--- src/hw/icache_pkg.sv ---
package icache_pkg;

   // address and instruction widths
   localparam int ADDR_W  = 32;
   localparam int INSTR_W = 32;

   // line geometry
   localparam int WORDS_PER_LINE = 4;
   localparam int LINE_W         = WORDS_PER_LINE * INSTR_W;  // 128
   localparam int OFFSET_W       = 4;                         // byte offset in a line

   // set and way geometry
   localparam int NUM_SETS = 16;
   localparam int INDEX_W  = 4;
   localparam int NUM_WAYS = 4;
   localparam int WAY_W    = 2;

   // what is left of the pc above index and offset
   localparam int TAG_W = ADDR_W - INDEX_W - OFFSET_W;        // 24

endpackage

--- src/hw/icache_refill_ctrl.sv ---
module icache_refill_ctrl
   import icache_pkg::*;
(
   input  logic                 clk,
   input  logic                 rst_n,
   input  logic                 flush,
   input  logic                 s1_valid,
   output logic                 s1_ready,
   input  logic [ADDR_W-1:0]    s1_pc,
   input  logic                 s1_hit,
   input  logic [WAY_W-1:0]     s1_way,
   input  logic [INSTR_W-1:0]   s1_instr,
   input  logic [WAY_W-1:0]     rd_victim,
   output logic                 wr_en,
   output logic [INDEX_W-1:0]   wr_index,
   output logic [WAY_W-1:0]     wr_way,
   output logic [TAG_W-1:0]     wr_tag,
   output logic [LINE_W-1:0]    wr_line,
   output logic                 mem_req,
   input  logic                 mem_accept,
   output logic [ADDR_W-1:0]    mem_addr,
   input  logic                 mem_resp,
   input  logic [LINE_W-1:0]    mem_data,
   output logic                 out_valid,
   input  logic                 out_ready,
   output logic [ADDR_W-1:0]    out_pc,
   output logic [INSTR_W-1:0]   out_instr
);

   typedef enum logic [1:0] {
      S_IDLE,
      S_REQ,     // asking memory for the line
      S_WAIT,    // accepted, response pending
      S_DRAIN    // flushed while pending, response is thrown away
   } state_e;

   state_e                                 state_q, state_n;
   logic                                   out_valid_q;
   logic [ADDR_W-1:0]                      out_pc_q;
   logic [INSTR_W-1:0]                     out_instr_q;
   logic [ADDR_W-1:0]                      miss_pc;
   logic [WAY_W-1:0]                       miss_way;
   logic                                   fill_live;   // miss_pc line is resident
   logic                                   out_free;
   logic                                   take;
   logic                                   take_hit;
   logic                                   take_miss;
   logic [WORDS_PER_LINE-1:0][INSTR_W-1:0] resp_words;

   assign out_free  = !out_valid_q || out_ready;
   // nothing is taken while a miss is open or in the refill write cycle
   assign s1_ready  = (state_q == S_IDLE) && out_free && !flush;
   assign take      = s1_valid && s1_ready;
   assign take_hit  = take && s1_hit;
   assign take_miss = take && !s1_hit;

   always_comb begin
      state_n = state_q;
      case (state_q)
         S_IDLE:  if (take_miss) state_n = S_REQ;
         S_REQ:   if (mem_accept) state_n = S_WAIT;
         S_WAIT:  if (mem_resp) state_n = S_IDLE;
         S_DRAIN: if (mem_resp) state_n = S_IDLE;
         default: state_n = S_IDLE;
      endcase
      // a flush keeps only the knowledge that a response is still owed
      if (flush) begin
         if (state_n == S_WAIT || state_n == S_DRAIN) begin
            state_n = S_DRAIN;
         end else begin
            state_n = S_IDLE;
         end
      end
   end

   always_ff @(posedge clk) begin
      if (!rst_n) begin
         state_q <= S_IDLE;
      end else begin
         state_q <= state_n;
      end
   end

   always_ff @(posedge clk) begin
      if (take_miss) begin
         miss_pc  <= s1_pc;
         miss_way <= rd_victim;   // victim of the missing set
      end
   end

   always_ff @(posedge clk) begin
      if (!rst_n) begin
         fill_live <= 1'b0;
      end else if (flush || take_miss) begin
         fill_live <= 1'b0;
      end else if (wr_en) begin
         fill_live <= 1'b1;
      end
   end

   assign mem_req  = (state_q == S_REQ);
   assign mem_addr = {miss_pc[ADDR_W-1:OFFSET_W], {OFFSET_W{1'b0}}};

   // refill write, a flushed response is never written
   assign wr_en    = (state_q == S_WAIT) && mem_resp && !flush;
   assign wr_index = miss_pc[OFFSET_W +: INDEX_W];
   assign wr_tag   = miss_pc[ADDR_W-1 -: TAG_W];
   assign wr_way   = miss_way;
   assign wr_line  = mem_data;

   assign resp_words = mem_data;

   // output register
   always_ff @(posedge clk) begin
      if (!rst_n) begin
         out_valid_q <= 1'b0;
      end else if (flush) begin
         out_valid_q <= 1'b0;
      end else if (take_hit || wr_en) begin
         out_valid_q <= 1'b1;
      end else if (out_ready) begin
         out_valid_q <= 1'b0;
      end
   end

   always_ff @(posedge clk) begin
      if (take_hit) begin
         out_pc_q    <= s1_pc;
         out_instr_q <= s1_instr;
      end else if (wr_en) begin
         out_pc_q    <= miss_pc;
         out_instr_q <= resp_words[miss_pc[OFFSET_W-1:2]];   // missed word
      end
   end

   assign out_valid = out_valid_q;
   assign out_pc    = out_pc_q;
   assign out_instr = out_instr_q;

   a_mem_req_hold: assert property (
      @(posedge clk) disable iff (!rst_n)
      mem_req && !mem_accept && !flush |=> mem_req && $stable(mem_addr)
   ) else $error("memory request dropped or changed before accept");

   a_out_hold: assert property (
      @(posedge clk) disable iff (!rst_n)
      out_valid && !out_ready && !flush |=>
         out_valid && $stable(out_pc) && $stable(out_instr)
   ) else $error("output changed while stalled");

   // stage 1 must see a refilled line right away, in the way it went to
   a_refill_visible: assert property (
      @(posedge clk) disable iff (!rst_n || flush)
      take && fill_live && (s1_pc[ADDR_W-1:OFFSET_W] == miss_pc[ADDR_W-1:OFFSET_W])
         |-> s1_hit && (s1_way == miss_way)
   ) else $error("refilled line not seen by tag match");

endmodule

--- config.mk ---
export PLATFORM = sky130hd
export DESIGN_NAME = icache_refill_ctrl
export DESIGN_NICKNAME = d
export VERILOG_FILES = /design/src/hw/icache_pkg.sv /design/src/hw/icache_refill_ctrl.sv
export SDC_FILE = /design/constraint.sdc
export NUM_CORES = 1
export LEC_CHECK = 0
export BUFFER_PORTS_ARGS = -buffer_cell sky130_fd_sc_hd__buf_2
export CAP_MARGIN = 20
export CORE_AREA = 10 10 170 172
export DETAILED_ROUTE_END_ITERATION = 16
export DIE_AREA = 0 0 180 182
export SLEW_MARGIN = 20
export SYNTH_ARGS = -nofsm -noshare
export SYNTH_HDL_FRONTEND = slang
export SYNTH_SLANG_ARGS = --single-unit
--- constraint.sdc ---
create_clock -name clk -period 6 [get_ports clk]
set_input_delay 1.2 -clock clk [delete_from_list [all_inputs] [get_ports clk]]
set_output_delay 1.2 -clock clk [all_outputs]
set_load 0.03 [all_outputs]
Word-level counts from Yosys, hierarchy flattened
Cells that the tools add are included.
{ "totals": {"reg_bits": 101, "in_bits": 204, "out_inout_bits": 258, "wordCells": 45} }
{ "classes": {"n_lt_le_gt_ge": 1, "eq_ne": 5, "muxes": 14, "n_bitwise": 1, "reduce_logical": 18} }
{ "ops": {"columns": ["operator", "n"], "rows": [
  ["32-bit 2-to-1 mux", 5],
  ["32-bit binary-select mux with 2-bit select", 1],
  ["2-bit 2-to-1 mux", 5],
  ["2-bit equality test, second input constant", 4],
  ["1-bit logical AND", 7],
  ["2-bit one-hot mux with 3 select lines", 1],
  ["2-bit nonzero test", 2],
  ["2-bit OR reduction", 2],
  ["1-bit zero test", 3],
  ["1-bit logical OR", 3],
  ["2-bit by 3-bit less-than comparator with 1-bit output, second input constant", 1],
  ["2-bit by 1-bit equality test with 1-bit output, second input constant", 1],
  ["2-bit zero test", 1],
  ["1-bit 2-to-1 mux", 2],
  ["1-bit NOT", 1]
]} }

Depth between registers and ports, before layout
{ "depth": {"ltp_word": 12, "depth_mapped": 5, "mapped_depth_nobuf": 3} }

Least setup slack after synthesis
OpenSTA, ideal clock, no wires.
{ "synth_path": {"path_kind": "input-to-reg", "start": "in flush", "end": "reg out_instr_q[0], in the netlist out_instr[0] (enable)", "setup_time_ps": 423, "arrival_time_ps": 3312, "t_required_ps": 5577, "setup_slack_ps": 2265, "stages": 5, "path_buffers": 2, "path_cell_list": "nor4b_2 nand3_1 buf_6 buf_6 nand2_1"} }
{ "synth_between": {"elab_chain_len": 5, "elab_cells_between_ends": 6, "cone_classes": "reduce/logical (6)"} }
{ "synth_lines": {"columns": ["item", "line", "text"], "rows": [
  ["from (decl)", "icache_refill_ctrl.sv:6", "input logic flush,"],
  ["1-bit zero test (*)", "icache_refill_ctrl.sv:52, icache_refill_ctrl.sv:105", null],
  ["1-bit logical AND", "icache_refill_ctrl.sv:52", "assign s1_ready = (state_q == S_IDLE) && out_free && !flush;"],
  ["1-bit logical AND", "icache_refill_ctrl.sv:53", "assign take = s1_valid && s1_ready;"],
  ["1-bit logical AND", "icache_refill_ctrl.sv:54", "assign take_hit = take && s1_hit;"],
  ["2-bit nonzero test (no source line) (*)", null, null],
  ["to (signal assigned)", "icache_refill_ctrl.sv:129", "out_instr_q <= s1_instr;"],
  ["to (signal assigned)", "icache_refill_ctrl.sv:132", "out_instr_q <= resp_words[miss_pc[OFFSET_W-1:2]];"],
  ["to (decl)", "icache_refill_ctrl.sv:40", "logic [INSTR_W-1:0] out_instr_q;"]
]} }
Every way passes the cells marked *; elsewhere a longest branch is shown, timed or not.
A chain may end at the register's enable or synchronous reset.

Worst setup path in the final report
{ "layout_path": {"start": "in flush", "end": "out wr_en"} }
{ "layout_between": {"elab_chain_len": 2} }
{ "layout_lines": {"columns": ["item", "line", "text"], "rows": [
  ["1-bit zero test", "icache_refill_ctrl.sv:105", "assign wr_en = (state_q == S_WAIT) && mem_resp && !flush;"],
  ["1-bit logical AND", "icache_refill_ctrl.sv:105", null],
  ["to (decl)", "icache_refill_ctrl.sv:14", "output logic wr_en,"]
]} }
Every way passes these cells.

==> flow_summary.toml <==
[finish]
diodes = 0
drive_gt1_share_pct = 82.4
post-route-util_pct = 30.3
final_common_cell = "buf_2"
num-nets-final = 896
synthToLayoutAreaGrowth_pct = 24.5
final_cell_count_no_fill = 1032
design_area_um2 = 7760
mostFrequentLayoutCells = "buf_2, edfxtp_1, mux2_4"

[floorplanning]
chipHeight_um = 182
dieArea_um2 = 32800
start_util_pct = 24.3
ios = 462
core-area_um2 = 25600
rows = 59
die_w_um = 180

[critical_path]
critPathRequiredTime_ns = 4.80
critical_path_class = "in -> out"
arrival_ns = 1.97
slowest_stage = "buf_2"
crit_cells = 5
critical_path_buf_inv_count = 3
rrSetupSlack_ns = 3.53
path_delay_family = "buffers and inverters"
rr_startpoint = "state_q[1]"
cp_common_cell = "buf_2"
reg2regPathDepth = 3
r2r_end = "out_pc[3]"
cpPeakStageDelay_ns = 0.20
cp_max_fo = 5
cp-end-kind = "output port"
startpoint_type = "input port"
cp_cell_sequence = "buf_2 > nor2_1 > nand3_1 > inv_1 > buf_2"

[drt]
dr.pass1.iters = 4
wire_per_inst_um = 21.3
route.layer.met1.wl_um = 8570
highest_layer = "met5"
dr_wl_met3_um = 2000
num_vias = 4204
wl_met2_um = 11100
drc_errors = 0
wl_um = 21900
drt_iter0_drc = 128
drtAntennaViolNets = 0
post_drt_via_cell_ratio = 4.07

[synth]
yosys_warnings = 0
synth_cell_types = 23
synth-seq-cells = 101
avgSynthCellArea_um2 = 14.8
syn_inst = 422
synthesis.area_um2 = 6230
yosysSeqAreaShare_pct = 48.2

[power]
pwr_density_cell_nw_per_um2 = 236
p_leak_nw = 3.62
p_total_mw = 1.83
ir_drop_mv = 0.108

[global_route]
grtUsageTotal_pct = 12.4
grt_overflow = 0
grt_max_degree = 65
antenna_found_initial = 1
grt_pass1_wl_um = 31400
grt_pass1_vias = 4922

[sta]
setup_viol = 0
rsz0062_at_grt = "false"
hold_violations = 0
finalSetupTns_ns = 0
setup_ws_ns = 2.83
fmax_ghz = 0.316
period_share_pct = 52.8
slew_viol_final = 0
finalCriticalPeriod_ns = 3.17
hold_ws_ns = 0.559
fin_skew_ns = 0.0108
worst_pin_slew_ns = 0.926
relSlewSlack_pct = 38.3

[clocking]
cts_buffers = 9
cts_sinks = 101
cts_resized = 0
root_buffer = "clkbuf_16"
ctsHtreeMaxLevel = 3
max-clock-path-buffers = 2
cts_setup_buffers = 0
tritoncts = "done"
cts-hold-fix-buffers = 0
cts.clk_slew.worst_paths_ns = 0.08
clk_latency_ns = 0.35

[placement]
placed_cells = 1016
place_hpwl_um = 18400
place.gp.congestion = 0.868
port_buffers = 455
placedInstanceArea_um2 = 7470
dpl_worst_slack_ns = 2.43

[hold_path]
hold_class = "reg -> reg"
min-delay-start = "miss_pc[1]"
worstHoldEndpoint = "out_pc[1]"
whs_path_depth = 1

[run_status]
outcome = "finished clean"

[job]
max-cap-violations = 0
-- state kept, by name, summed over array words and instances, names as in the netlist --
signal and cells:
out_pc 32, out_valid 1, miss_pc 32, out_instr 32
wr_way 2, state_q 2
-- synthesized netlist by cell type (all sizes together) --
cell type  instances  area share (%)
nor2b              2            0.20
nor2               3            0.18
buf              201              24
edfxtp            98              47
conb               1           0.060
dfxtp              3            0.96
a221oi             1            0.14
a31oi              1            0.10
mux2              64              14
a21oi              1           0.080
nand3b             1            0.12
mux4              32              12
nand2b             2            0.20
nand3              2            0.16
a311oi             1            0.14
nand2              3            0.18
nor4b              1            0.24
clkbuf             2            0.12
inv                3            0.18
-- logic make-up after synthesis --
family / Yosys count / share of synthesized area [%]
AOI/OAI and AO/OA: 4 / 0.462
buffers and inverters: 206 / 24.6
DFF: 101 / 48.2
muxes: 96 / 25.4
other: 1 / 0.0602
and+or+nand+nor: 14 / 1.28
-- power breakdown --
group | internal, mW | leakage (nW) | switching, mW
clock | 0.291 | 0.140 | 0.302
sequential | 0.804 | 0.921 | 0.00887
combinational | 0.158 | 2.56 | 0.265
total | 1.25 | 3.62 | 0.576
-- how the worst max path moves through the flow --
stage	startpoint	to	slack (ns)
finish	flush	wr_en	2.83
global route	flush	out_pc[3]	2.68
floorplan	flush	out_instr[0]	2.26
global placement	flush	out_instr[25]	2.45
CTS	flush	out_pc[3]	2.80
detailed placement	flush	out_instr[25]	2.43
-- layer usage --
metal	global-route usage, %	vias to the layer above
li1	-	1889
met1	13.8	2031
met2	21.6	266
met3	5.03	16
met4	3.24	2
met5	0	-
-- worst reg2reg max path, stage by stage (launching register included) --
cell     delay [ns]
dfxtp_1        0.38
nor4b_2        0.39
nand3_4        0.41
nand2_4        0.86
-- cell type report --
type                            instances  area [um^2]
Clock buffer                            9          225
Clock inverter                          7         63.8
Fill cell                            2661        17900
Inverter                                3         11.3
Multi-Input combinational cell        118         1730
Sequential cell                       101         3000
Tap cell                              335          419
Timing Repair Buffer                  459         2310
No activity file was read; power rests on OpenSTA's default activity.
