### config.mk
export PLATFORM = sky130hd
export DESIGN_NAME = icache_tag_match
export DESIGN_NICKNAME = d
export VERILOG_FILES = /design/src/hw/icache_pkg.sv /design/src/hw/icache_tag_match.sv
export SDC_FILE = /design/constraint.sdc
export NUM_CORES = 1
export LEC_CHECK = 0
export ABC_AREA = 1
export BUFFER_PORTS_ARGS = -buffer_cell sky130_fd_sc_hd__buf_2
export CORE_AREA = 2 2 283 285
export DETAILED_ROUTE_END_ITERATION = 10
export DIE_AREA = 0 0 285 287
export SLEW_MARGIN = 20
export SYNTH_ARGS = -nofsm -noshare
export SYNTH_HDL_FRONTEND = slang
export SYNTH_SLANG_ARGS = --single-unit
### constraint.sdc
create_clock -name clk -period 3.9 [get_ports clk]
set_clock_uncertainty 0.1 [all_clocks]
set_input_delay 0.39 -clock clk [delete_from_list [all_inputs] [get_ports clk]]
set_output_delay 0.39 -clock clk [all_outputs]
set_load 0.03 [all_outputs]
### src/hw/icache_pkg.sv
package icache_pkg;

   // address and instruction widths
   localparam int ADDR_W  = 32;
   localparam int INSTR_W = 32;

   // line geometry
   localparam int WORDS_PER_LINE = 4;
   localparam int LINE_W         = WORDS_PER_LINE * INSTR_W;  // 128
   localparam int OFFSET_W       = 4;                         // byte offset in a line

   // set and way geometry
   localparam int NUM_SETS = 16;
   localparam int INDEX_W  = 4;
   localparam int NUM_WAYS = 4;
   localparam int WAY_W    = 2;

   // what is left of the pc above index and offset
   localparam int TAG_W = ADDR_W - INDEX_W - OFFSET_W;        // 24

endpackage

### src/hw/icache_tag_match.sv
module icache_tag_match
   import icache_pkg::*;
(
   input  logic                              clk,
   input  logic                              rst_n,
   input  logic                              flush,
   input  logic                              req_valid,
   output logic                              req_ready,
   input  logic [ADDR_W-1:0]                 req_pc,
   output logic [INDEX_W-1:0]                rd_index,
   input  logic [NUM_WAYS-1:0][TAG_W-1:0]    rd_tags,
   input  logic [NUM_WAYS-1:0]               rd_valid,
   input  logic [NUM_WAYS-1:0][LINE_W-1:0]   rd_lines,
   output logic                              s1_valid,
   input  logic                              s1_ready,
   output logic [ADDR_W-1:0]                 s1_pc,
   output logic                              s1_hit,
   output logic [WAY_W-1:0]                  s1_way,
   output logic [INSTR_W-1:0]                s1_instr
);

   logic                                   v_q;
   logic [ADDR_W-1:0]                      pc_q;
   logic                                   take;
   logic [NUM_WAYS-1:0]                    hit_vec;   // one bit per way, at most one set
   logic [WORDS_PER_LINE-1:0][INSTR_W-1:0] hit_words;

   // no new request in a flush cycle, it would be dropped anyway
   assign req_ready = (!v_q || s1_ready) && !flush;
   assign take      = req_valid && req_ready;

   always_ff @(posedge clk) begin
      if (!rst_n) begin
         v_q <= 1'b0;
      end else if (flush) begin
         v_q <= 1'b0;
      end else if (take) begin
         v_q <= 1'b1;
      end else if (s1_ready) begin
         v_q <= 1'b0;   // item moved on, nothing behind it
      end
   end

   always_ff @(posedge clk) begin
      if (take) begin
         pc_q <= req_pc;
      end
   end

   // stalled item rereads its own set, otherwise look up the incoming pc
   always_comb begin
      if (v_q && !s1_ready) begin
         rd_index = pc_q[OFFSET_W +: INDEX_W];
      end else begin
         rd_index = req_pc[OFFSET_W +: INDEX_W];
      end
   end

   // tag compare, invalid ways never hit
   always_comb begin
      for (int w = 0; w < NUM_WAYS; w++) begin
         hit_vec[w] = rd_valid[w] && (rd_tags[w] == pc_q[ADDR_W-1 -: TAG_W]);
      end
   end

   always_comb begin
      s1_way = '0;
      for (int w = 0; w < NUM_WAYS; w++) begin
         if (hit_vec[w]) begin
            s1_way = WAY_W'(w);
         end
      end
   end

   assign hit_words = rd_lines[s1_way];
   assign s1_instr  = hit_words[pc_q[OFFSET_W-1:2]];   // word within the line
   assign s1_hit    = |hit_vec;
   assign s1_valid  = v_q;
   assign s1_pc     = pc_q;

   // a refill never installs a line that is already present in the set
   a_hit_onehot: assert property (
      @(posedge clk) disable iff (!rst_n)
      v_q |-> $onehot0(hit_vec)
   ) else $error("tag hit in more than one way");

endmodule

; ---- Word level (Yosys, flattened, before mapping)
; Cells that the tools add are included.
[word_totals]
regBits = 33
latch_bits = 0
ramBits = 0
mem_bits_ro = 0
input_bits = 649
out_inout_bits = 73
elab_cells = 33
n_memories = 0
[op_classes]
add_sub_neg = 0
n_mul = 0
div_mod_pow = 0
magnitude_cmp = 2
eq_ne = 4
shifts = 0
muxes = 10
bitwise = 1
reduce_logical = 14
[op_table]
columns = op, n
row1 = binary-select mux 128 bit (select 2 bit), 1
row2 = 2-to-1 mux 128 bit, 1
row3 = equality test 24 bit, 4
row4 = binary-select mux 32 bit (select 2 bit), 1
row5 = 2-to-1 mux 32 bit, 1
row6 = logical AND 1 bit, 7
row7 = < comparator 2 x 3 -> 1 bit (second input constant), 2
row8 = 2-to-1 mux 2 bit, 2
row9 = 2-to-1 mux 4 bit, 1
row10 = OR reduction 4 bit, 1
row11 = logical NOT 1 bit, 3
row12 = 2-to-1 mux 1 bit, 3
row13 = nonzero test 2 bit, 1
row14 = OR reduction 2 bit, 1
row15 = logical OR 1 bit, 1
row16 = inverter 1 bit, 1

; ---- Longest topological paths before layout
; Gate-level depths: netlist of the first run.
[depth]
depth_word = 9
ltp_mapped = 18
ltp_nobuf = 16

; ---- Worst setup path after synthesis of the first run
; Ideal clock, no wire load.
[synth_path]
path_kind = register to register
from = reg v_q, in the netlist s1_valid
to = reg pc_q[0], in the netlist s1_pc[0], enable pin
setup_time_ns = 0.461
arrival_ns = 2.784
required_ns = 3.339
path_slack_ns = 0.555
path_stages_with_launch = 4
path_buffers = 0
synth_period_minus_slack_ns = 3.345
cell_sequence = dfxtp_1 -> inv_1 -> nor2_1 -> nor3_1
[synth_between]
elab_chain_len = 4
[synth_lines]
columns = item, line
row1 = from (decl), icache_tag_match.sv:22  ; logic v_q;
row2 = from (signal assigned), icache_tag_match.sv:34  ; v_q <= 1'b0;
row3 = from (signal assigned), icache_tag_match.sv:36  ; v_q <= 1'b0;
row4 = from (signal assigned), icache_tag_match.sv:38  ; v_q <= 1'b1;
row5 = logical NOT 1 bit, icache_tag_match.sv:29  ; assign req_ready = (!v_q || s1_ready) && !flush;
row6 = logical OR 1 bit, icache_tag_match.sv:29
row7 = logical AND 1 bit, icache_tag_match.sv:29
row8 = logical AND 1 bit, icache_tag_match.sv:30  ; assign take = req_valid && req_ready;
row9 = net take, icache_tag_match.sv:24  ; logic take;
row10 = to (signal assigned), icache_tag_match.sv:46  ; pc_q <= req_pc;
row11 = to (decl), icache_tag_match.sv:23  ; logic [ADDR_W-1:0] pc_q;
; The timed path passes the listed nets, and every way through them passes these cells.
; A chain may end at the register's enable or synchronous reset.

; ---- Worst setup path after layout of the first run
[layout_path]
from = reg pc_q[23], in the netlist s1_pc[23]
to = out s1_instr[14]
[layout_between]
elab_chain_len = 9
elab_cells_between_ends = 13
classes_between = eq/ne (3) / mux (7) / reduce/logical (3)
[layout_lines]
columns = item, line
row1 = equality test 24 bit, icache_tag_match.sv:62  ; hit_vec[w] = rd_valid[w] && (rd_tags[w] == pc_q[ADDR_W-1 -: TAG_W]);
row2 = logical AND 1 bit, icache_tag_match.sv:62
row3 = 2-to-1 mux 1 bit, icache_tag_match.sv:69  ; if (hit_vec[w]) begin
row4 = 2-to-1 mux 2 bit, icache_tag_match.sv:69
row5 = 2-to-1 mux 2 bit *, icache_tag_match.sv:69
row6 = binary-select mux 128 bit (select 2 bit) *, icache_tag_match.sv:75  ; assign hit_words = rd_lines[s1_way];
row7 = 2-to-1 mux 128 bit (implied by the code) *, icache_tag_match.sv:75
row8 = binary-select mux 32 bit (select 2 bit) *, icache_tag_match.sv:76  ; assign s1_instr = hit_words[pc_q[OFFSET_W-1:2]];
row9 = 2-to-1 mux 32 bit (implied by the code) *, icache_tag_match.sv:76
row10 = to (decl), icache_tag_match.sv:19  ; output logic [INSTR_W-1:0] s1_instr
; Mark *: on every way between the ends. The rest lies on a longest branch, timed or not. The select of a mux whose other input is x is not followed.

==> results of run 1 <==
stage by stage:
step	std cells	hold WS, ns	cell area [um2]	worst slack, ns
floorplan	2116	0.366	10300	0.555
finish	3865	0.167	15900	0.119
detailed placement	3822	0.468	15300	-0.0726
CTS	3843	0.161	15600	-0.0202
global route	3862	0.161	15900	-0.0424
global placement	3822	0.467	15300	-0.104
repair_timing:
action	4_1_cts	5_1_grt
setup endpoints to repair	32	32
buffers inserted	13	12
gates resized for setup	13	31
hold buffers	0	0
gates cloned	0	1
pin swaps	1	1
area by class of cell:
| class | count | area share, % |
|---|---|---|
| diodes | 9 | 0.142 |
| flip-flops and latches | 33 | 6.17 |
| repair buffers | 809 | 29.1 |
| inverters | 462 | 10.9 |
| clock inverters | 3 | 0.0787 |
| clock buffers | 5 | 0.787 |
| multi-input cells | 1494 | 44.5 |
| well taps | 1050 | 8.27 |
worst max-delay path by stage:
| stage | cells past startpoint | slack [ns] | end |
|---|---|---|---|
| global route | 15 | -0.04 | s1_instr[31] |
| floorplan | 3 | 0.55 | s1_pc[0] |
| detailed placement | 17 | -0.07 | s1_instr[31] |
| finish | 17 | 0.12 | s1_instr[14] |
| CTS | 17 | -0.02 | s1_instr[31] |
| global placement | 17 | -0.10 | s1_instr[31] |
power groups by stage:
stage | combinational, W | clock (W) | sequential (W)
global route | 0.00131 | 0.000419 | 0.000426
floorplan | 0.000472 | 0 | 0.000459
CTS | 0.00119 | 0.000411 | 0.000427
finish | 0.00121 | 0.000401 | 0.000425
global placement | 0.00118 | 0 | 0.000440
detailed placement | 0.00116 | 0 | 0.000441
layer usage:
| metal | wire length (um) | part of all wire [%] |
|---|---|---|
| met5 | 63 | 0.078 |
| met4 | 3720 | 4.6 |
| met3 | 7080 | 8.8 |
| met2 | 36100 | 45 |
| met1 | 33800 | 42 |
kinds of logic (layout without fill, tap and decap cells):
family                    after synthesis  after routing
other                                   0              9
AOI/OAI and AO/OA                      85             85
and+or+nand+nor                      1384           1384
buffers and inverters                 589           1279
xor gates and xnor gates               25             25
DFF                                    33             33
cells in the mapped netlist, drive strengths merged:
library cell	n	area, um2
o221ai	1	8.76
nor4	4	25.0
nor3b	1	7.51
or2	5	31.3
o21ai	11	55.1
xor2	13	114
nand3	440	2200
inv	462	1730
nand4	7	43.8
nor3	3	15.0
and2	2	12.5
buf	113	717
o2111ai	1	8.76
o22ai	2	12.5
a21boi	1	7.51
xnor2	12	105
nor2	205	769
a21oi	66	330
a221oi	2	17.5
o211ai	1	7.51
edfxtp	32	961
nand2	620	2330
nand3b	97	728
dfxtp	1	20.0
clkbuf	14	53.8
sequential cells by signal (all words and copies together) (netlist names):
signal,count
s1_pc,32
s1_valid,1
==> metrics.md, run 1 <==
| Metric | Value |
|---|---|
| Reg2reg setup slack | 2.29 ns |
| Relative slew slack | 56.5% |
| Switching Share | 44.3% |
| WP data arrival | roughly 3.3 ns |
| Maximum vdd drop | 0.000239 V |
| Largest family of logic cells by synthesized area | simple AND/OR/NAND/NOR gates |
| Post-DP HPWL | between 60000 and 70000 um |
| Pwr Total | 0.00203 W |
| Yosys reg bits | 33 |
| Fin crit share | 97.0% |
| Worst-path cell chain | buf_4 -> nand2_1 -> nand2_1 -> nor2_1 -> nand2_1 -> nor2_1 -> nand3_1 -> nor2_2 -> nor2_4 -> buf_12 -> buf_12 -> nor2_1 -> nand2_1 -> nand3_1 -> nand3_2 -> nand2_1 -> buf_2 |
| Clock root cell | clkbuf_16 |
| Psw | 0.000901 W |
| Final ANT Viol Nets | 0 |
| Flop pwr share | 20.9% |
| Critical path origin | s1_pc[23] |
| Sequential area share after synthesis | 9.51% |
| # fillers | 9354 |
| P per Cell Area | 128 nW/um2 |
| Peak per-stage delay on the critical path | approximately 0.44 ns |
| Syn Nets | 2765 |
| Worst-case clock buffer depth | 2 |
| TritonRoute pass-1 iters | 8 |
| Total Nets Final | 3454 |
| Distinct cells, synth | 33 |
| Critical Path RT | ~3.4 ns |
| Syn Std Cell Area | 10300 um2 |
| WS Path Type | register to primary output |
| Final GP Congestion | approximately 1.0 |
| Core area | 78600 um2 |
| Final Max Slew Viols | 0 |
| Initial antenna violation count | 14 |
| Area growth syn-to-layout | 54.0% |
| Worst-Skew Late Latency | 0.29 ns |
| # clock sinks | 33 |
| Power Internal | 0.00113 W |
| Critical-path top delay cell | edfxtp_1 |
| Number of global-route vias before repair | 15400 |
| Reg2reg start | s1_valid |
| Die area | slightly above 80000 um2 |
| CTS Buf Count | 5 |
| Core Util, Final | 20.2% |
| Critical path buffers and inverters | 4 |
| Site Rows | 103 |
| Worst min-delay path class | primary input to register |
| Static Leak | 9.66 nW |
| Met3 Use GR | 3.90% |
| Commonest cells after routing, fill and taps aside | buf_2 (717), nand2_1 (611), inv_1 (453) |
| Critical Path Most Common Cell | nand2_1 |
| Initial core utilization | 13.1% |
| Max_cap viols | 0 |
| Crit. End Element | primary output |
| Cell family with most CP delay | simple AND/OR/NAND/NOR gates |
| Gate Count Post-Synth | 2116 |
| Via-to-Cell Ratio | 4.24 |
| M1 GR Usage | 23.4% |
| Syn. warnings | 0 |
| Logic gate share of total power | 59.4% |
| Simple-gate share of the synthesized area | between 50% and 60% |
| Reg clk slew, reported paths | about 0.060 ns |
| Min-Delay Endpoint | s1_pc[10] |
| Register-to-Register Path Depth | 4 |
| Commonest non-fill, non-tap cell in the layout | buf_2 |
| Worst Tran Pin Value | 0.652 ns |
| R2r endpoint | s1_pc[27] |
| GRT overflow | 0 |
| Largest net degree at the start of global routing | 65 |
| FF+latch area | 981 um2 |
| Post-route setup TNS | 0 ns |
| Fmax | roughly 0.26 GHz |
| IO Port Bufs | just over 700 |
| # IOs | 722 |
| Layout cell share with drive strength beyond 1 | 31.0% |
| DRT iter0 DRCs | 1220 |
| Final setup violation count | 0 |
| Adder-Cell Fraction of Synth Area | 0% |
| Tot GR Track Use | 18.4% |
| Avg WL per Cell | about 21 um |
| DIE WIDTH | about 290 um |
| Final wirelength | just over 80000 um |
| Post-synthesis mux area share | 0% |
| Clock share of power | 19.7% |
| Hold Path Depth | 1 |
| Outcome | finished, final reports clean |
| Global-route wire length before repair | 109000 um |
| Vias | 16400 |
| DRC viols | 0 |
| Die height | 287 um |
| H-tree levels | 2 |
| Min-delay src | req_pc[10] |
| Fin. Hold Viols | 0 |
| Worst-path fanout max | 22 |
| RSZ-0062 raised after global routing | yes |
| Area of the multi-input gates | just over 7000 um2 |
| TritonCTS clock tree | yes |
| Syn avg cell area | 4.88 um2 |
| Startpoint Class | register |
| XOR/XNOR share of the synthesized area | under 10% |
| Compound-cell area share of the yosys netlist | under 10% |
| Crit path time final | 3.78 ns |
| GR peak layer | met2 |
| Met2 Track Usage GR | roughly 30% |
(Power assumes the default switching activity.)
==> run 2: changes to the inputs <==
clock period = 4.2 ns   (was 3.9 ns; I/O delays follow)
==> run 2 against run 1 <==
- die area unchanged
- sequential share of layout area rose by 0.14 points
- power fell by 1.5%
- via count fell by 1.8%
- combinational power down 9%
- worst setup slack lost 0.080 ns
- cell area shrank 2.2%
- core utilization decreased by 0.45 points
- sequential cell count did not move
- count of clock-buffer cells in the layout unchanged
- critical endpoint is now s1_instr[25]
==> metrics.md, run 2 (synthesis results as in run 1) <==
| Metric | Value |
|---|---|
| Site Rows | roughly 100 |
| Place WS | 0.310 ns |
| Largest net degree at the start of global routing | 141 |
| Pwr Total | around 0.002 W |
| Fin crit share | 99.1% |
| RSZ-0062 raised after global routing | yes |
| Largest register FFs | 32 |
| Layout cell share with drive strength beyond 1 | 29.4% |
| Area growth syn-to-layout | 50.6% |
| Reg clk slew, reported paths | ~0.06 ns |
| Die area | 81800 um2 |
| Commonest non-fill, non-tap cell in the layout | buf_2 |
| Clock root cell | clkbuf_16 |
| Fin worst setup slack | 0.0384 ns |
| Critical Path RT | 3.68 ns |
| Worst Tran Pin Value | 0.998 ns |
| Reg2reg setup slack | around 2.6 ns |
| Total Nets Final | 3425 |
| Fin area | 15500 um2 |
| Placed Area | around 15000 um2 |
| # IOs | 722 |
| Avg WL per Cell | 21.5 um |
| Global-route wire length before repair | roughly 110000 um |
| Worst min-delay path class | primary input to register |
| Crit. End Element | primary output |
| Final setup violation count | 0 |
| Final ANT Viol Nets | 0 |
| Fmax | 0.240 GHz |
| Startpoint Class | register |
| Worst-path fanout max | 59 |
| DRC viols | 0 |
| Final GP Congestion | 1.01 |
| Commonest cells after routing, fill and taps aside | buf_2 (717), nand2_1 (612), inv_1 (454) |
| Initial core utilization | 13.1% |
| Final Max Slew Viols | 0 |
| WS Path Type | register to primary output |
| Static Leak | 9.47 nW |
| Initial antenna violation count | 19 |
| Crit path time final | around 4.2 ns |
| TritonCTS clock tree | yes |
| Vias | 16100 |
| Core area | slightly below 80000 um2 |
| Maximum vdd drop | 0.000241 V |
| Worst-Skew Late Latency | 0.30 ns |
| Outcome | finished, final reports clean |
| P per Cell Area | between 100 and 150 nW/um2 |
| IO Port Bufs | 721 |
| TritonRoute pass-1 iters | 5 |
| Final wirelength | 82500 um |
| H-tree levels | 2 |
| Max_cap viols | 0 |
| Number of global-route vias before repair | about 15000 |
| DRT iter0 DRCs | 1318 |
| CTS Buf Count | 5 |
| Core Util, Final | 19.8% |
| Die height | 287 um |
| Worst-case clock buffer depth | 2 |
| DIE WIDTH | 285 um |
| Tot GR Track Use | between 10% and 20% |
| WP data arrival | roughly 3.6 ns |
| GRT overflow | 0 |
| Fin. Hold Viols | 0 |
| Relative slew slack | 33.4% |
| Post-DP HPWL | around 69000 um |
| Via-to-Cell Ratio | 4.19 |
| # clock sinks | 33 |
[run 2: changes by cell type in the layout (fill, tap and decap cells not counted), moves of 2 or more]
cell,change
buf_12,-5
buf_4,-19
buf_6,-4
bufinv_16,+2
clkinv_1,-2
nand3_1,+17
nand3_2,-15
nand3_4,-2
nor2_1,+5
nor2_2,-5
xnor2_2,-2
[run 2: per-layer routing]
metal  GRT usage (%)  wire length, um
met1            24.0            34800
met2            31.0            37300
met3            4.40             6840
met4            7.00             3430
met5               0               86
[run 2: area by class of cell]
class / count / area, um2
diodes: 10 / 25.0
clock buffers: 5 / 125
clock inverters: 3 / 68.8
fillers: 9376 / 63100
inverters: 462 / 1740
multi-input cells: 1494 / 6960
flip-flops and latches: 33 / 981
well taps: 1050 / 1310
repair buffers: 780 / 4320
[run 2: final timing paths]
path,from,end,cells after the start
hold / removal,req_pc[14],s1_pc[14],1
setup reg to reg,s1_valid,s1_pc[16],4
hold reg to reg,s1_valid,s1_valid,4
setup / recovery,s1_pc[16],s1_instr[25],16
[run 2: critical path, stage by stage, from the launching register on]
cell	delay, ns
edfxtp_1	0.60
inv_1	0.18
nand2_1	0.11
nand2_1	0.05
nor2_1	0.13
nand2_1	0.07
nor2_1	0.08
nand2_1	0.05
nor2_1	0.32
nand2_4	0.19
buf_16	0.23
nand3b_1	0.17
nand2_1	0.07
nand3_1	0.22
nand3_1	0.32
nand2_1	0.15
buf_2	0.28
[run 2: timing repair]
action,CTS,global route
hold buffers,0,0
pin swaps,0,1
gates resized for setup,1,10
endpoints found under the setup margin,3,28
buffers inserted,0,12
hold endpoints to repair,0,0
cloned,0,1
[run 2: stage by stage]
step                      setup TNS, ns  instances  hold slack [ns]
final                                 0       3837            0.192
after global routing            -0.0611       3835            0.185
after CTS                             0       3814            0.184
after detailed placement              0       3806            0.498
after global placement                0       3806            0.498
after floorplan                       0       2116            0.396
[run 2: report_power, final]
part | leakage [nW] | internal (W) | switching, W
Clock | 0.0945 | 0.000343 | 0.000167
Combinational | 9.07 | 0.000447 | 0.000649
Sequential | 0.308 | 0.000379 | 0.0000195
==> run 3: changes to the inputs <==
PLACE_DENSITY = 0.43   (was default)
clock period = 3.6 ns   (was 4.2 ns; I/O delays follow)
==> run 3 against run 2 <==
- sequential share of layout area down 0.83 points
- combinational power rose by 27%
- critical path depth rose by 1
- routed wire length is 6.1% higher
- register-to-register slack got worse by 1.2 ns
- critical path type unchanged
==> metrics.md, run 3 (synthesis results as in run 1) <==
| Metric | Value |
|---|---|
| Via-to-Cell Ratio | 4.22 |
| RSZ-0062 raised after global routing | yes |
| Relative slew slack | around 36% |
| Number of global-route vias before repair | 16100 |
| # clock sinks | 33 |
| Met2 Routed Length | 41100 um |
| Final setup violation count | 0 |
| Clock root cell | clkbuf_16 |
| Core Util, Final | 22.7% |
| DIE WIDTH | 285 um |
| Max_cap viols | 0 |
| Die height | 287 um |
| TritonCTS clock tree | yes |
| DRC viols | 0 |
| Critical Path RT | 3.14 ns |
| Avg WL per Cell | 22.2 um |
| Worst-case clock buffer depth | 2 |
| R2r endpoint | s1_pc[14] |
| Initial antenna violation count | 18 |
| DRT iter0 DRCs | 1140 |
| Worst-Skew Late Latency | 0.29 ns |
| Largest register FFs | 32 |
| Fin crit share | slightly below 100% |
| WP data arrival | roughly 3.1 ns |
| Maximum vdd drop | around 0.00024 V |
| Met3 wire len | around 6100 um |
| H-tree levels | 2 |
| Largest net degree at the start of global routing | 90 |
| GRT overflow | 0 |
| Site Rows | slightly above 100 |
| Total Nets Final | ~3500 |
| Final ANT Viol Nets | 0 |
| Worst Tran Pin Value | 0.958 ns |
| Final wirelength | 87500 um |
| Initial core utilization | 13.1% |
| Min-delay src | req_pc[13] |
| Place WS | -0.214 ns |
| Core area | 78600 um2 |
| P per Cell Area | ~130 nW/um2 |
| Fmax | ~0.28 GHz |
| WS Path Type | register to primary output |
| Worst-path fanout max | 12 |
| Reg clk slew, reported paths | 0.07 ns |
| Global-route wire length before repair | about 120000 um |
| Outcome | finished, final reports clean |
| Die area | 81800 um2 |
| Commonest non-fill, non-tap cell in the layout | buf_2 |
| Area growth syn-to-layout | 73.3% |
| Layout cell share with drive strength beyond 1 | 36.8% |
| TritonRoute pass-1 iters | 5 |
| Crit. End Element | primary output |
| Tot GR Track Use | 19.6% |
| Startpoint Class | register |
| Final Max Slew Viols | 0 |
| IO Port Bufs | 721 |
| Crit path time final | about 3.5 ns |
| Fin worst setup slack | 0.0598 ns |
| Post-DP HPWL | between 70000 and 80000 um |
| Min-Delay Endpoint | s1_pc[13] |
| Reg2reg setup slack | ~1.5 ns |
| Fin. Hold Viols | 0 |
| Hold Path Depth | 1 |
| Top routing layer in use | met5 |
| Static Leak | 10.5 nW |
| CTS Buf Count | 5 |
| Register-to-Register Path Depth | 4 |
| # fillers | 9291 |
| Hold_buf cts | 0 |
| Commonest cells after routing, fill and taps aside | buf_2 (694), nand2_1 (587), inv_1 (448) |
| # IOs | 722 |
| Post-Route M1 WL | 37600 um |
| Worst min-delay path class | primary input to register |
| Vias | roughly 17000 |
| Final GP Congestion | 0.977 |
| Reg2reg start | s1_valid |
run 3: per-stage QoR:
| step | area [um2] | TNS (ns) | total power [W] | hold slack, ns | instances |
|---|---|---|---|---|---|
| 3_5_place_dp | 15900 | -0.669 | 0.00177 | 0.439 | 3888 |
| 2_1_floorplan | 10300 | 0 | 0.00101 | 0.336 | 2116 |
| 5_1_grt | 17900 | -0.272 | 0.00253 | 0.137 | 3951 |
| 3_3_place_gp | 15900 | -0.980 | 0.00178 | 0.437 | 3888 |
| 4_1_cts | 16800 | -0.0122 | 0.00233 | 0.137 | 3919 |
| 6_report | 17900 | 0 | 0.00239 | 0.138 | 3951 |
run 3: power by group:
group / internal (W) / switching [W] / leakage [nW] / total [W]
registers: 0.000442 / 0.0000169 / 0.308 / 0.000459
logic: 0.000599 / 0.000803 / 10.1 / 0.00140
clock network: 0.000328 / 0.000198 / 0.0801 / 0.000526
total: 0.00137 / 0.00102 / 10.5 / 0.00239
run 3: worst max path at each step:
| stage | slack (ns) | from | to | cells after the start |
|---|---|---|---|---|
| 2_1_floorplan | 0.25 | s1_valid | s1_pc[0] | 3 |
| 3_3_place_gp | -0.26 | s1_pc[29] | s1_instr[1] | 15 |
| 3_5_place_dp | -0.21 | s1_pc[29] | s1_instr[1] | 18 |
| 4_1_cts | -0.005 | s1_pc[22] | s1_instr[16] | 20 |
| 5_1_grt | -0.03 | s1_pc[23] | s1_instr[21] | 18 |
| 6_report | 0.06 | s1_pc[18] | s1_instr[18] | 17 |
run 3: area by class of cell:
cell class / instances / area (um2) / area share (%)
Antenna cell: 8 / 20.0 / 0.112
Sequential cell: 33 / 981 / 5.49
Clock buffer: 5 / 125 / 0.700
Tap cell: 1050 / 1310 / 7.35
Multi-Input combinational cell: 1494 / 7730 / 43.2
Clock inverter: 3 / 46.3 / 0.259
Inverter: 462 / 1740 / 9.75
Timing Repair Buffer: 896 / 5930 / 33.1
run 3: routing by layer:
metal	global-route usage [%]	vias up
li1	-	8043
met1	25.3	7640
met2	33.6	863
met3	3.02	117
met4	5.63	14
met5	0	-
run 3: timing repair:
item	CTS	global route
cloned	5	8
endpoints found under the hold margin	0	0
endpoints found under the setup margin	32	32
pin swaps	8	48
gates resized for setup	79	183
buffers inserted	19	21
run 3: critical path, stage by stage (launching register included):
cell and delay (ns):
edfxtp_1 0.52, inv_1 0.17, nand2_1 0.12, nand2_1 0.06
nor2_1 0.09, nand2_1 0.06, nor2_1 0.10, nand2_1 0.10
nor2_4 0.20, nand2_8 0.12, buf_6 0.16, clkbuf_16 0.17
nand3b_1 0.09, nand2_1 0.08, nand3_1 0.24, nand3_2 0.17
nand2_2 0.12, clkbuf_4 0.20
